**config.mk**
```make
export PLATFORM = sky130hd
export DESIGN_NAME = mmu_sv32_top
export DESIGN_NICKNAME = d
export VERILOG_FILES = /design/src/verilog/mmu_pkg.sv /design/src/verilog/tlb.sv /design/src/verilog/mmu_ctrl.sv /design/src/verilog/ptw.sv /design/src/verilog/mmu_sv32_top.sv
export SDC_FILE = /design/constraint.sdc
export NUM_CORES = 1
export LEC_CHECK = 0
export ABC_AREA = 0
export BUFFER_PORTS_ARGS = -buffer_cell sky130_fd_sc_hd__buf_4
export CORE_MARGIN = 3
export CORE_UTILIZATION = 50
export DETAILED_ROUTE_END_ITERATION = 10
export GPL_TIMING_DRIVEN = 0
export PLACE_DENSITY = 0.78
export SYNTH_ARGS = -nofsm -noshare
export SYNTH_HDL_FRONTEND = slang
export SYNTH_SLANG_ARGS = --single-unit
```
**constraint.sdc**
```tcl
create_clock -name clk -period 9.23 [get_ports clk]
set_input_delay 0 -clock clk [delete_from_list [all_inputs] [get_ports clk]]
set_output_delay 0 -clock clk [all_outputs]
set_load 0.005 [all_outputs]
```
**src/verilog/mmu_pkg.sv**
```systemverilog
`default_nettype none

package mmu_pkg;

    // Data, virtual and physical address widths
    localparam int XLEN  = 32;
    localparam int VALEN = 32;
    localparam int PALEN = 32;

    // Entries in each TLB, kept a power of two for the fill pointer
    localparam int TLB_ENTRIES = 4;

    typedef enum logic [1:0] {
        IDLE,
        PROCESS_PTE,
        PAGE_ERR,
        WAIT_R_VALID
    } ptw_state_e;

    typedef enum logic {
        LEVEL_1,
        LEVEL_2
    } ptw_level_e;

    // Sv32 flag byte, V sits in bit 0
    typedef struct packed {
        logic d;
        logic a;
        logic g;
        logic u;
        logic x;
        logic w;
        logic r;
        logic v;
    } pte_flags_s;

    // One PTE word seen either as a leaf or as a pointer to the next table
    typedef union packed {
        struct packed {
            logic [11:0] ppn1;
            logic [9:0]  ppn0;
            logic [1:0]  rsw;
            pte_flags_s  flags;
        } leaf_view;
        struct packed {
            logic [21:0] ppn;
            logic [1:0]  rsw;
            pte_flags_s  flags;
        } table_view;
    } pte_u;

    typedef struct packed {
        logic        valid;
        logic [19:0] vpn;
        logic [21:0] ppn;
        logic        page_4m;
        pte_flags_s  flags;
    } tlb_entry_s;

endpackage

`default_nettype wire

```
**src/verilog/tlb.sv**
```systemverilog
`default_nettype none

interface tlb_fill_if;
    logic                itlb_update;
    logic                dtlb_update;
    mmu_pkg::tlb_entry_s entry;

    modport ptw (
        output itlb_update,
        output dtlb_update,
        output entry
    );
    modport tlb (
        input itlb_update,
        input dtlb_update,
        input entry
    );
endinterface

module tlb #(
    parameter bit IS_ITLB = 1'b0
) (
    input  wire logic          clk,
    input  wire logic          rst_n,
    input  wire logic          flush_i,
    input  wire logic [19:0]   lookup_vpn_i,
    output logic               hit_o,
    output mmu_pkg::tlb_entry_s entry_o,
    tlb_fill_if.tlb            fill
);

    mmu_pkg::tlb_entry_s                        entries [mmu_pkg::TLB_ENTRIES];
    logic [mmu_pkg::TLB_ENTRIES-1:0]            valid_q;
    logic [mmu_pkg::TLB_ENTRIES-1:0]            match;
    logic [$clog2(mmu_pkg::TLB_ENTRIES)-1:0]    ptr_q;
    logic                                       update;

    // Each instance listens to its own strobe from the walker
    assign update = IS_ITLB ? fill.itlb_update : fill.dtlb_update;

    // Superpages only compare VPN1
    always_comb begin
        for (int k = 0; k < mmu_pkg::TLB_ENTRIES; k++) begin
            if (entries[k].page_4m) begin
                match[k] = valid_q[k] && (entries[k].vpn[19:10] == lookup_vpn_i[19:10]);
            end else begin
                match[k] = valid_q[k] && (entries[k].vpn == lookup_vpn_i);
            end
        end
    end

    always_comb begin
        entry_o = '0;
        for (int k = 0; k < mmu_pkg::TLB_ENTRIES; k++) begin
            if (match[k]) begin
                entry_o = entries[k];
            end
        end
    end

    assign hit_o = |match;

    always_ff @(posedge clk) begin
        if (update) begin
            entries[ptr_q] <= fill.entry;
        end
    end

    // Round-robin replacement, flush drops every entry
    always_ff @(posedge clk or negedge rst_n) begin
        if (!rst_n) begin
            valid_q <= '0;
            ptr_q   <= '0;
        end else if (flush_i) begin
            valid_q <= '0;
        end else if (update) begin
            valid_q[ptr_q] <= fill.entry.valid;
            ptr_q          <= ptr_q + 1'b1;
        end
    end

    // Walker only fills after a miss, so lookups never match twice
    a_single_hit: assert property (@(posedge clk) disable iff (!rst_n) $onehot0(match));

endmodule

`default_nettype wire

```
**src/verilog/mmu_ctrl.sv**
```systemverilog
`default_nettype none

interface walk_if;
    logic                      start;
    logic                      is_fetch;
    logic                      is_store;
    logic [mmu_pkg::VALEN-1:0] vaddr;
    logic [21:0]               satp_ppn;
    logic                      flush;
    logic                      busy;
    logic                      fill;
    logic                      page_err;

    modport ctrl (
        output start, is_fetch, is_store, vaddr, satp_ppn, flush,
        input  busy, fill, page_err
    );
    modport ptw (
        input  start, is_fetch, is_store, vaddr, satp_ppn, flush,
        output busy, fill, page_err
    );
endinterface

module mmu_ctrl (
    input  wire logic                        clk,
    input  wire logic                        rst_n,
    input  wire logic                        i_req_i,
    input  wire logic [mmu_pkg::VALEN-1:0]   i_vaddr_i,
    output logic                             i_done_o,
    output logic [mmu_pkg::PALEN-1:0]        i_paddr_o,
    output logic                             i_fault_o,
    input  wire logic                        d_req_i,
    input  wire logic                        d_store_i,
    input  wire logic [mmu_pkg::VALEN-1:0]   d_vaddr_i,
    output logic                             d_done_o,
    output logic [mmu_pkg::PALEN-1:0]        d_paddr_o,
    output logic                             d_fault_o,
    input  wire logic [21:0]                 satp_ppn_i,
    input  wire logic                        mxr_i,
    input  wire logic                        flush_i,
    input  wire logic                        itlb_hit_i,
    input  wire mmu_pkg::tlb_entry_s         itlb_entry_i,
    input  wire logic                        dtlb_hit_i,
    input  wire mmu_pkg::tlb_entry_s         dtlb_entry_i,
    output logic [19:0]                      i_vpn_o,
    output logic [19:0]                      d_vpn_o,
    walk_if.ctrl                             walk
);

    logic i_pend_q;
    logic d_pend_q;
    logic walk_free;
    logic d_need;
    logic d_start;
    logic i_start;
    logic i_hit_go;
    logic d_hit_go;

    function automatic logic perm_ok(input mmu_pkg::pte_flags_s f, input logic fetch,
                                     input logic store, input logic mxr);
        if (fetch) begin
            return f.x;
        end
        if (store) begin
            return f.w && f.d;
        end
        return f.r || (f.x && mxr);
    endfunction

    // Superpages keep VPN0 from the virtual address
    function automatic logic [mmu_pkg::PALEN-1:0] make_pa(input mmu_pkg::tlb_entry_s e,
                                                          input logic [mmu_pkg::VALEN-1:0] va);
        if (e.page_4m) begin
            return {e.ppn[19:10], va[21:0]};
        end
        return {e.ppn[19:0], va[11:0]};
    endfunction

    assign i_vpn_o = i_vaddr_i[31:12];
    assign d_vpn_o = d_vaddr_i[31:12];

    // A port in its done cycle is still holding req, so it is ignored there
    assign walk_free = !walk.busy && !i_pend_q && !d_pend_q && !flush_i;
    assign d_need    = d_req_i && !d_done_o && !d_pend_q && !dtlb_hit_i;
    assign d_start   = d_need && walk_free;
    assign i_start   = i_req_i && !i_done_o && !i_pend_q && !itlb_hit_i && !d_need && walk_free;
    assign i_hit_go  = i_req_i && !i_done_o && !i_pend_q && itlb_hit_i && !flush_i;
    assign d_hit_go  = d_req_i && !d_done_o && !d_pend_q && dtlb_hit_i && !flush_i;

    // Data side owns the walker whenever it needs it
    assign walk.start    = d_start || i_start;
    assign walk.is_fetch = !d_need;
    assign walk.is_store = d_need && d_store_i;
    assign walk.vaddr    = d_need ? d_vaddr_i : i_vaddr_i;
    assign walk.satp_ppn = satp_ppn_i;
    assign walk.flush    = flush_i;

    always_ff @(posedge clk or negedge rst_n) begin
        if (!rst_n) begin
            i_pend_q  <= 1'b0;
            d_pend_q  <= 1'b0;
            i_done_o  <= 1'b0;
            i_fault_o <= 1'b0;
            d_done_o  <= 1'b0;
            d_fault_o <= 1'b0;
        end else begin
            i_done_o  <= 1'b0;
            i_fault_o <= 1'b0;
            d_done_o  <= 1'b0;
            d_fault_o <= 1'b0;
            if (flush_i) begin
                // Aborted walks end silently
                i_pend_q <= 1'b0;
                d_pend_q <= 1'b0;
            end else begin
                if (i_start) begin
                    i_pend_q <= 1'b1;
                end else if (walk.fill || walk.page_err) begin
                    i_pend_q <= 1'b0;
                end
                if (d_start) begin
                    d_pend_q <= 1'b1;
                end else if (walk.fill || walk.page_err) begin
                    d_pend_q <= 1'b0;
                end
            end
            if (i_hit_go) begin
                i_done_o  <= 1'b1;
                i_fault_o <= !perm_ok(itlb_entry_i.flags, 1'b1, 1'b0, mxr_i);
            end else if (i_pend_q && walk.page_err && !flush_i) begin
                i_done_o  <= 1'b1;
                i_fault_o <= 1'b1;
            end
            if (d_hit_go) begin
                d_done_o  <= 1'b1;
                d_fault_o <= !perm_ok(dtlb_entry_i.flags, 1'b0, d_store_i, mxr_i);
            end else if (d_pend_q && walk.page_err && !flush_i) begin
                d_done_o  <= 1'b1;
                d_fault_o <= 1'b1;
            end
        end
    end

    always_ff @(posedge clk) begin
        if (i_hit_go) begin
            i_paddr_o <= make_pa(itlb_entry_i, i_vaddr_i);
        end
        if (d_hit_go) begin
            d_paddr_o <= make_pa(dtlb_entry_i, d_vaddr_i);
        end
    end

endmodule

`default_nettype wire

```
**src/verilog/ptw.sv**
```systemverilog
`default_nettype none

module ptw (
    input  wire logic                        clk,
    input  wire logic                        rst_n,
    walk_if.ptw                              walk,
    tlb_fill_if.ptw                          fill,
    output logic                             mem_req_o,
    output logic [mmu_pkg::PALEN-1:0]        mem_addr_o,
    input  wire logic                        mem_rvalid_i,
    input  wire logic [mmu_pkg::XLEN-1:0]    mem_rdata_i
);

    mmu_pkg::ptw_state_e        state_q;
    mmu_pkg::ptw_state_e        state_d;
    mmu_pkg::ptw_level_e        level_q;
    mmu_pkg::ptw_level_e        level_d;
    mmu_pkg::pte_u              pte;
    mmu_pkg::tlb_entry_s        fill_entry;
    logic [mmu_pkg::XLEN-1:0]   rdata_q;
    logic                       rvalid_q;
    logic [mmu_pkg::VALEN-1:0]  vaddr_q;
    logic [mmu_pkg::VALEN-1:0]  vaddr_d;
    logic [mmu_pkg::PALEN-1:0]  addr_q;
    logic [mmu_pkg::PALEN-1:0]  addr_d;
    logic                       req_q;
    logic                       req_d;
    logic                       fetch_q;
    logic                       fetch_d;
    logic                       g_q;
    logic                       g_d;
    logic                       do_fill;

    // Decisions are taken on the registered read data
    assign pte = rdata_q;

    always_comb begin
        state_d = state_q;
        level_d = level_q;
        vaddr_d = vaddr_q;
        addr_d  = addr_q;
        fetch_d = fetch_q;
        g_d     = g_q;
        req_d   = req_q && !mem_rvalid_i;
        do_fill = 1'b0;

        case (state_q)
            mmu_pkg::IDLE: begin
                if (walk.start) begin
                    // Physical addresses are 32 bits, upper satp PPN bits drop out
                    level_d = mmu_pkg::LEVEL_1;
                    g_d     = 1'b0;
                    fetch_d = walk.is_fetch;
                    vaddr_d = walk.vaddr;
                    addr_d  = {walk.satp_ppn[19:0], walk.vaddr[31:22], 2'b00};
                    req_d   = 1'b1;
                    state_d = mmu_pkg::PROCESS_PTE;
                end
            end

            mmu_pkg::PROCESS_PTE: begin
                if (rvalid_q) begin
                    if (!pte.leaf_view.flags.v ||
                        (pte.leaf_view.flags.w && !pte.leaf_view.flags.r)) begin
                        state_d = mmu_pkg::PAGE_ERR;
                    end else if (pte.leaf_view.flags.r || pte.leaf_view.flags.x) begin
                        // Leaf, superpage PPN0 has to be zero
                        if (!pte.leaf_view.flags.a ||
                            (level_q == mmu_pkg::LEVEL_1 && pte.leaf_view.ppn0 != '0)) begin
                            state_d = mmu_pkg::PAGE_ERR;
                        end else begin
                            do_fill = 1'b1;
                            state_d = mmu_pkg::IDLE;
                        end
                    end else if (level_q == mmu_pkg::LEVEL_1) begin
                        level_d = mmu_pkg::LEVEL_2;
                        g_d     = pte.table_view.flags.g;
                        addr_d  = {pte.table_view.ppn[19:0], vaddr_q[21:12], 2'b00};
                        req_d   = 1'b1;
                    end else begin
                        // Pointer found at the last level
                        state_d = mmu_pkg::PAGE_ERR;
                    end
                end
            end

            mmu_pkg::PAGE_ERR: begin
                state_d = mmu_pkg::IDLE;
            end

            mmu_pkg::WAIT_R_VALID: begin
                if (mem_rvalid_i) begin
                    state_d = mmu_pkg::IDLE;
                end
            end

            default: begin
                state_d = mmu_pkg::IDLE;
            end
        endcase

        // A read already issued must still be answered before going idle
        if (walk.flush) begin
            do_fill = 1'b0;
            if (req_q && !mem_rvalid_i) begin
                state_d = mmu_pkg::WAIT_R_VALID;
            end else begin
                state_d = mmu_pkg::IDLE;
                req_d   = 1'b0;
            end
        end
    end

    always_ff @(posedge clk or negedge rst_n) begin
        if (!rst_n) begin
            state_q  <= mmu_pkg::IDLE;
            level_q  <= mmu_pkg::LEVEL_1;
            req_q    <= 1'b0;
            rvalid_q <= 1'b0;
            fetch_q  <= 1'b0;
            g_q      <= 1'b0;
        end else begin
            state_q  <= state_d;
            level_q  <= level_d;
            req_q    <= req_d;
            rvalid_q <= mem_rvalid_i;
            fetch_q  <= fetch_d;
            g_q      <= g_d;
        end
    end

    always_ff @(posedge clk) begin
        vaddr_q <= vaddr_d;
        addr_q  <= addr_d;
        rdata_q <= mem_rdata_i;
    end

    // Global bit from level 1 applies to the whole mapping
    always_comb begin
        fill_entry.valid   = 1'b1;
        fill_entry.vpn     = vaddr_q[31:12];
        fill_entry.ppn     = {pte.leaf_view.ppn1, pte.leaf_view.ppn0};
        fill_entry.page_4m = (level_q == mmu_pkg::LEVEL_1);
        fill_entry.flags   = pte.leaf_view.flags;
        fill_entry.flags.g = pte.leaf_view.flags.g | g_q;
    end

    assign fill.entry       = fill_entry;
    assign fill.itlb_update = do_fill && fetch_q;
    assign fill.dtlb_update = do_fill && !fetch_q;

    assign walk.busy     = (state_q != mmu_pkg::IDLE);
    assign walk.fill     = do_fill;
    assign walk.page_err = (state_q == mmu_pkg::PAGE_ERR) && !walk.flush;

    assign mem_req_o  = req_q;
    assign mem_addr_o = addr_q;

    a_req_held: assert property (@(posedge clk) disable iff (!rst_n)
        $fell(mem_req_o) |-> $past(mem_rvalid_i) || $past(walk.flush));

    a_one_outcome: assert property (@(posedge clk) disable iff (!rst_n)
        !(walk.fill && walk.page_err));

endmodule

`default_nettype wire

```
**src/verilog/mmu_sv32_top.sv**
```systemverilog
`default_nettype none

module mmu_sv32_top (
    input  wire logic                        clk,
    input  wire logic                        rst_n,
    input  wire logic                        i_req_i,
    input  wire logic [mmu_pkg::VALEN-1:0]   i_vaddr_i,
    output logic                             i_done_o,
    output logic [mmu_pkg::PALEN-1:0]        i_paddr_o,
    output logic                             i_fault_o,
    input  wire logic                        d_req_i,
    input  wire logic                        d_store_i,
    input  wire logic [mmu_pkg::VALEN-1:0]   d_vaddr_i,
    output logic                             d_done_o,
    output logic [mmu_pkg::PALEN-1:0]        d_paddr_o,
    output logic                             d_fault_o,
    input  wire logic [21:0]                 satp_ppn_i,
    input  wire logic                        mxr_i,
    input  wire logic                        flush_i,
    output logic                             mem_req_o,
    output logic [mmu_pkg::PALEN-1:0]        mem_addr_o,
    input  wire logic                        mem_rvalid_i,
    input  wire logic [mmu_pkg::XLEN-1:0]    mem_rdata_i
);

    logic                itlb_hit;
    logic                dtlb_hit;
    mmu_pkg::tlb_entry_s itlb_entry;
    mmu_pkg::tlb_entry_s dtlb_entry;
    logic [19:0]         i_vpn;
    logic [19:0]         d_vpn;

    walk_if     u_walk ();
    tlb_fill_if u_fill ();

    mmu_ctrl i_ctrl (
        .clk          (clk),
        .rst_n        (rst_n),
        .i_req_i      (i_req_i),
        .i_vaddr_i    (i_vaddr_i),
        .i_done_o     (i_done_o),
        .i_paddr_o    (i_paddr_o),
        .i_fault_o    (i_fault_o),
        .d_req_i      (d_req_i),
        .d_store_i    (d_store_i),
        .d_vaddr_i    (d_vaddr_i),
        .d_done_o     (d_done_o),
        .d_paddr_o    (d_paddr_o),
        .d_fault_o    (d_fault_o),
        .satp_ppn_i   (satp_ppn_i),
        .mxr_i        (mxr_i),
        .flush_i      (flush_i),
        .itlb_hit_i   (itlb_hit),
        .itlb_entry_i (itlb_entry),
        .dtlb_hit_i   (dtlb_hit),
        .dtlb_entry_i (dtlb_entry),
        .i_vpn_o      (i_vpn),
        .d_vpn_o      (d_vpn),
        .walk         (u_walk.ctrl)
    );

    ptw i_ptw (
        .clk          (clk),
        .rst_n        (rst_n),
        .walk         (u_walk.ptw),
        .fill         (u_fill.ptw),
        .mem_req_o    (mem_req_o),
        .mem_addr_o   (mem_addr_o),
        .mem_rvalid_i (mem_rvalid_i),
        .mem_rdata_i  (mem_rdata_i)
    );

    tlb #(.IS_ITLB(1'b1)) i_itlb (
        .clk          (clk),
        .rst_n        (rst_n),
        .flush_i      (flush_i),
        .lookup_vpn_i (i_vpn),
        .hit_o        (itlb_hit),
        .entry_o      (itlb_entry),
        .fill         (u_fill.tlb)
    );

    tlb #(.IS_ITLB(1'b0)) i_dtlb (
        .clk          (clk),
        .rst_n        (rst_n),
        .flush_i      (flush_i),
        .lookup_vpn_i (d_vpn),
        .hit_o        (dtlb_hit),
        .entry_o      (dtlb_entry),
        .fill         (u_fill.tlb)
    );

endmodule

`default_nettype wire

```
==> results.json <==
{
  "vias": 12020,
  "clock-sinks": 512,
  "min_from": "i_vaddr_i[28]",
  "synth.most_common_cell": "edfxtp_1",
  "ioPinCount": 227,
  "maxSlewHeadroom": 0.1074,
  "tns_ns": 0,
  "rows": 72,
  "setup_ws_ns": 5.184,
  "synth.cells.most_frequent": "edfxtp_1, xnor2_1, nand2_1",
  "setup_viol": 0,
  "dp_hpwl_mm": 32.76,
  "worstSetupPathType": "register to register",
  "gp_congestion": 0.8511,
  "syn-cell-area_um2": 20020,
  "areaGrowthSynthToFinish_pct": 24.07,
  "syn_inst": 1272,
  "pre_cts_ws_ns": 5.277,
  "avgSynthCellArea_um2": 15.74,
  "start_util": 0.5119,
  "finalMaxSlewViolations": 0,
  "first_iter_violations": 1169,
  "leakagePower_nw": 8.637,
  "antenna_found_initial": 5,
  "synth_mux_area_frac": 0.03482,
  "first_pass_iters": 5,
  "hold_viol": 0,
  "dieWidth_um": 206.1,
  "nNetsFinal": 1744,
  "synthTopCellsByArea": "edfxtp_1, xnor2_1, dfrtp_1",
  "synth.distinct_cells": 56,
  "htree_levels": 2,
  "worstHoldEndpoint": "i_ptw.vaddr_q[28]",
  "powerDensity_nw_per_um2": 202.5,
  "end_kind": "register",
  "place_area_um2": 22240,
  "rrSetupSlack_ns": 5.18,
  "ys_ff_latch": 512,
  "core_um2": 39100,
  "ys.flop_type": "edfxtp_1",
  "synth_warnings": 0,
  "rsz0062_at_grt": "no",
  "wl_per_cell_um": 22.74,
  "crit_slowest_cell": "nor4_1",
  "slowest_delay_ns": 0.86,
  "grt_usage": 0.2304,
  "die_h_um": 206.1,
  "drc": 0,
  "io_buffer_count": 176,
  "ys_seq_area_frac": 0.7491,
  "worst_slew_pin_slew_ns": 1.337,
  "reg2reg_to": "i_ptw.vaddr_q[27]",
  "path_common_cell": "nor4_1",
  "fmax_ghz": 0.2471,
  "async_flop_share": 0.04688,
  "overflow": 0,
  "grt_max_degree": 33,
  "synth_xor_area_frac": 0.07089,
  "hold_class": "input pin to register",
  "path_cells": "xnor2_1 -> nand4_1 -> nor4_1 -> o21a_1 -> clkbuf_1 -> nor4_1 -> and3_1 -> a21oi_1 -> inv_1",
  "finalPower_mw": 5.028,
  "drive_gt1_frac": 0.2144,
  "maxCapViolCount": 0,
  "die_area_um2": 42470,
  "grt_pass1_vias": 12280,
  "cts_buffers": 50,
  "crit_path_start": "i_itlb.entries[3][37]",
  "finalWorstPathRequiredPeriod_ns": 4.046,
  "synthSimpleGateAreaFrac": 0.07489,
  "cp_max_fo": 20,
  "synth_compound_area_frac": 0.04457,
  "clk_latency_ns": 0.58,
  "cts_setup_buffers": 0,
  "whs_path_depth": 2,
  "viasPerCell": 5.536,
  "critical_path_arrival_ns": 4.19,
  "rr_worst_depth": 9,
  "ant_nets": 0,
  "grt_pass1_wl_mm": 72.20,
  "start_kind": "register",
  "synth_enable_flop_cells": 462,
  "status": "finished clean",
  "cts_tree": "yes",
  "synth_fa_ha_area_frac": 0.005001,
  "required_ns": 9.37,
  "fin_crit_sh": 0.4384,
  "root_buffer": "clkbuf_16",
  "r2r-start": "i_itlb.entries[3][37]",
  "yosysTopAreaCellShare": 0.6931,
  "synth_top_cell_by_area": "edfxtp_1",
  "synth_top_family_by_area": "simple AND/OR/NAND/NOR gates",
  "cts_buffer_depth": 3,
  "clk_pin_slew_worst_paths_ns": 0.06,
  "ir_drop_v": 0.0001473,
  "stdcell_area_um2": 24830,
  "fin_skew_ns": 0.01399,
  "wl_mm": 49.37
}
[stage by stage]
stage | hold WS [ns] | std cells | util
floorplan | -0.2956 | 1273 | -
global placement | -0.07654 | 1967 | 0.5624
detailed placement | -0.06771 | 1978 | 0.5687
CTS | 0.02575 | 2169 | 0.6350
global route | 0.04221 | 2171 | 0.6352
finish | 0.04359 | 2171 | 0.6352
[registers in the layout, indices dropped and copies added (netlist names), 4 cells and up]
register          cells
i_itlb.valid_q        4
i_ctrl.d_paddr_o     32
i_ptw.vaddr_q        20
i_itlb.entries      168
i_ctrl.i_paddr_o     32
i_ptw.mem_addr_o     30
i_dtlb.entries      180
i_dtlb.valid_q        4
i_ptw.pte            26
[critical path: cells and delay by family (launching register included)]
kind            cells  cell delay [ns]
simple gates        4             1.38
buf+inv             2             1.07
compound gates      2             0.60
flops               1             0.39
xor+xnor            1             0.15
[cells by family (layout without fill, tap and decap cells)]
| kind of cell | after synthesis | after routing |
|---|---|---|
| buffers and inverters | 95 | 473 |
| xor gates and xnor gates | 162 | 162 |
| muxes | 60 | 60 |
| DFF | 512 | 512 |
| AOI/OAI and AO/OA | 136 | 136 |
| adders and majority gates | 8 | 8 |
| other | 1 | 4 |
| and+or+nand+nor | 298 | 298 |
[metal layers]
layer  GRT usage  up-vias  routed length (um)
li1            -     5362                   -
met1      0.2978     5981               18770
met2      0.3883      574               24720
met3     0.05528       95                4515
met4     0.07321        6                1312
met5           0        -                  47
[placed cells by master, fill, tap and decap left out, drive strengths merged, types with 3 or more instances in the layout]
cell	n
dfxtp	26
a21oi	44
mux2	50
xor2	34
inv	14
dfrtp	24
nand3b	13
o21a	7
xnor2	128
nor3b	12
nand4	28
nor4	14
clkinv	20
nor2	32
nand2	127
or4	3
buf	223
nor2b	29
and3	3
or3	3
bufinv	4
nand3	11
dlygate4sd3	97
nor3	6
edfxtp	462
a221oi	21
o31ai	22
ha	8
o21ai	28
and2	10
mux2i	10
clkbuf	113
[layout make-up]
type	count	area, um2
Inverter	13	48.80
Clock inverter	27	239.0
Timing Repair Buffer	285	2530
Antenna cell	2	5.005
Buffer	82	361.6
Multi-Input combinational cell	666	4644
Tap cell	518	648.1
Sequential cell	512	14990
Clock buffer	66	1363
Fill cell	2781	14260
[power by group]
part           leakage [nW]  switching [mW]  internal [mW]
Combinational          3.11           0.181          0.165
Sequential             4.75          0.0772           2.62
Clock                 0.781           0.832           1.15
Total                  8.64            1.09           3.94
[worst max-delay path by stage]
stage                     slack (ns)  depth (start not counted)           endpoint
after floorplan                 4.59                          7   i_ctrl.d_fault_o
after global placement          2.43                          7   i_ctrl.d_fault_o
after detailed placement        5.28                         10  i_ptw.vaddr_q[12]
after CTS                       5.29                         11  i_ptw.vaddr_q[27]
after global routing            4.94                          9  i_ptw.vaddr_q[27]
final                           5.18                          9  i_ptw.vaddr_q[27]
[what timing repair did]
| item | 4_1_cts | 5_1_grt |
|---|---|---|
| endpoints found under the setup margin | 0 | 0 |
| hold buffers | 98 | 0 |
| resized for setup | 0 | 0 |
| endpoints found under the hold margin | 134 | 0 |
Note: power is estimated with default switching activity, not from simulation.
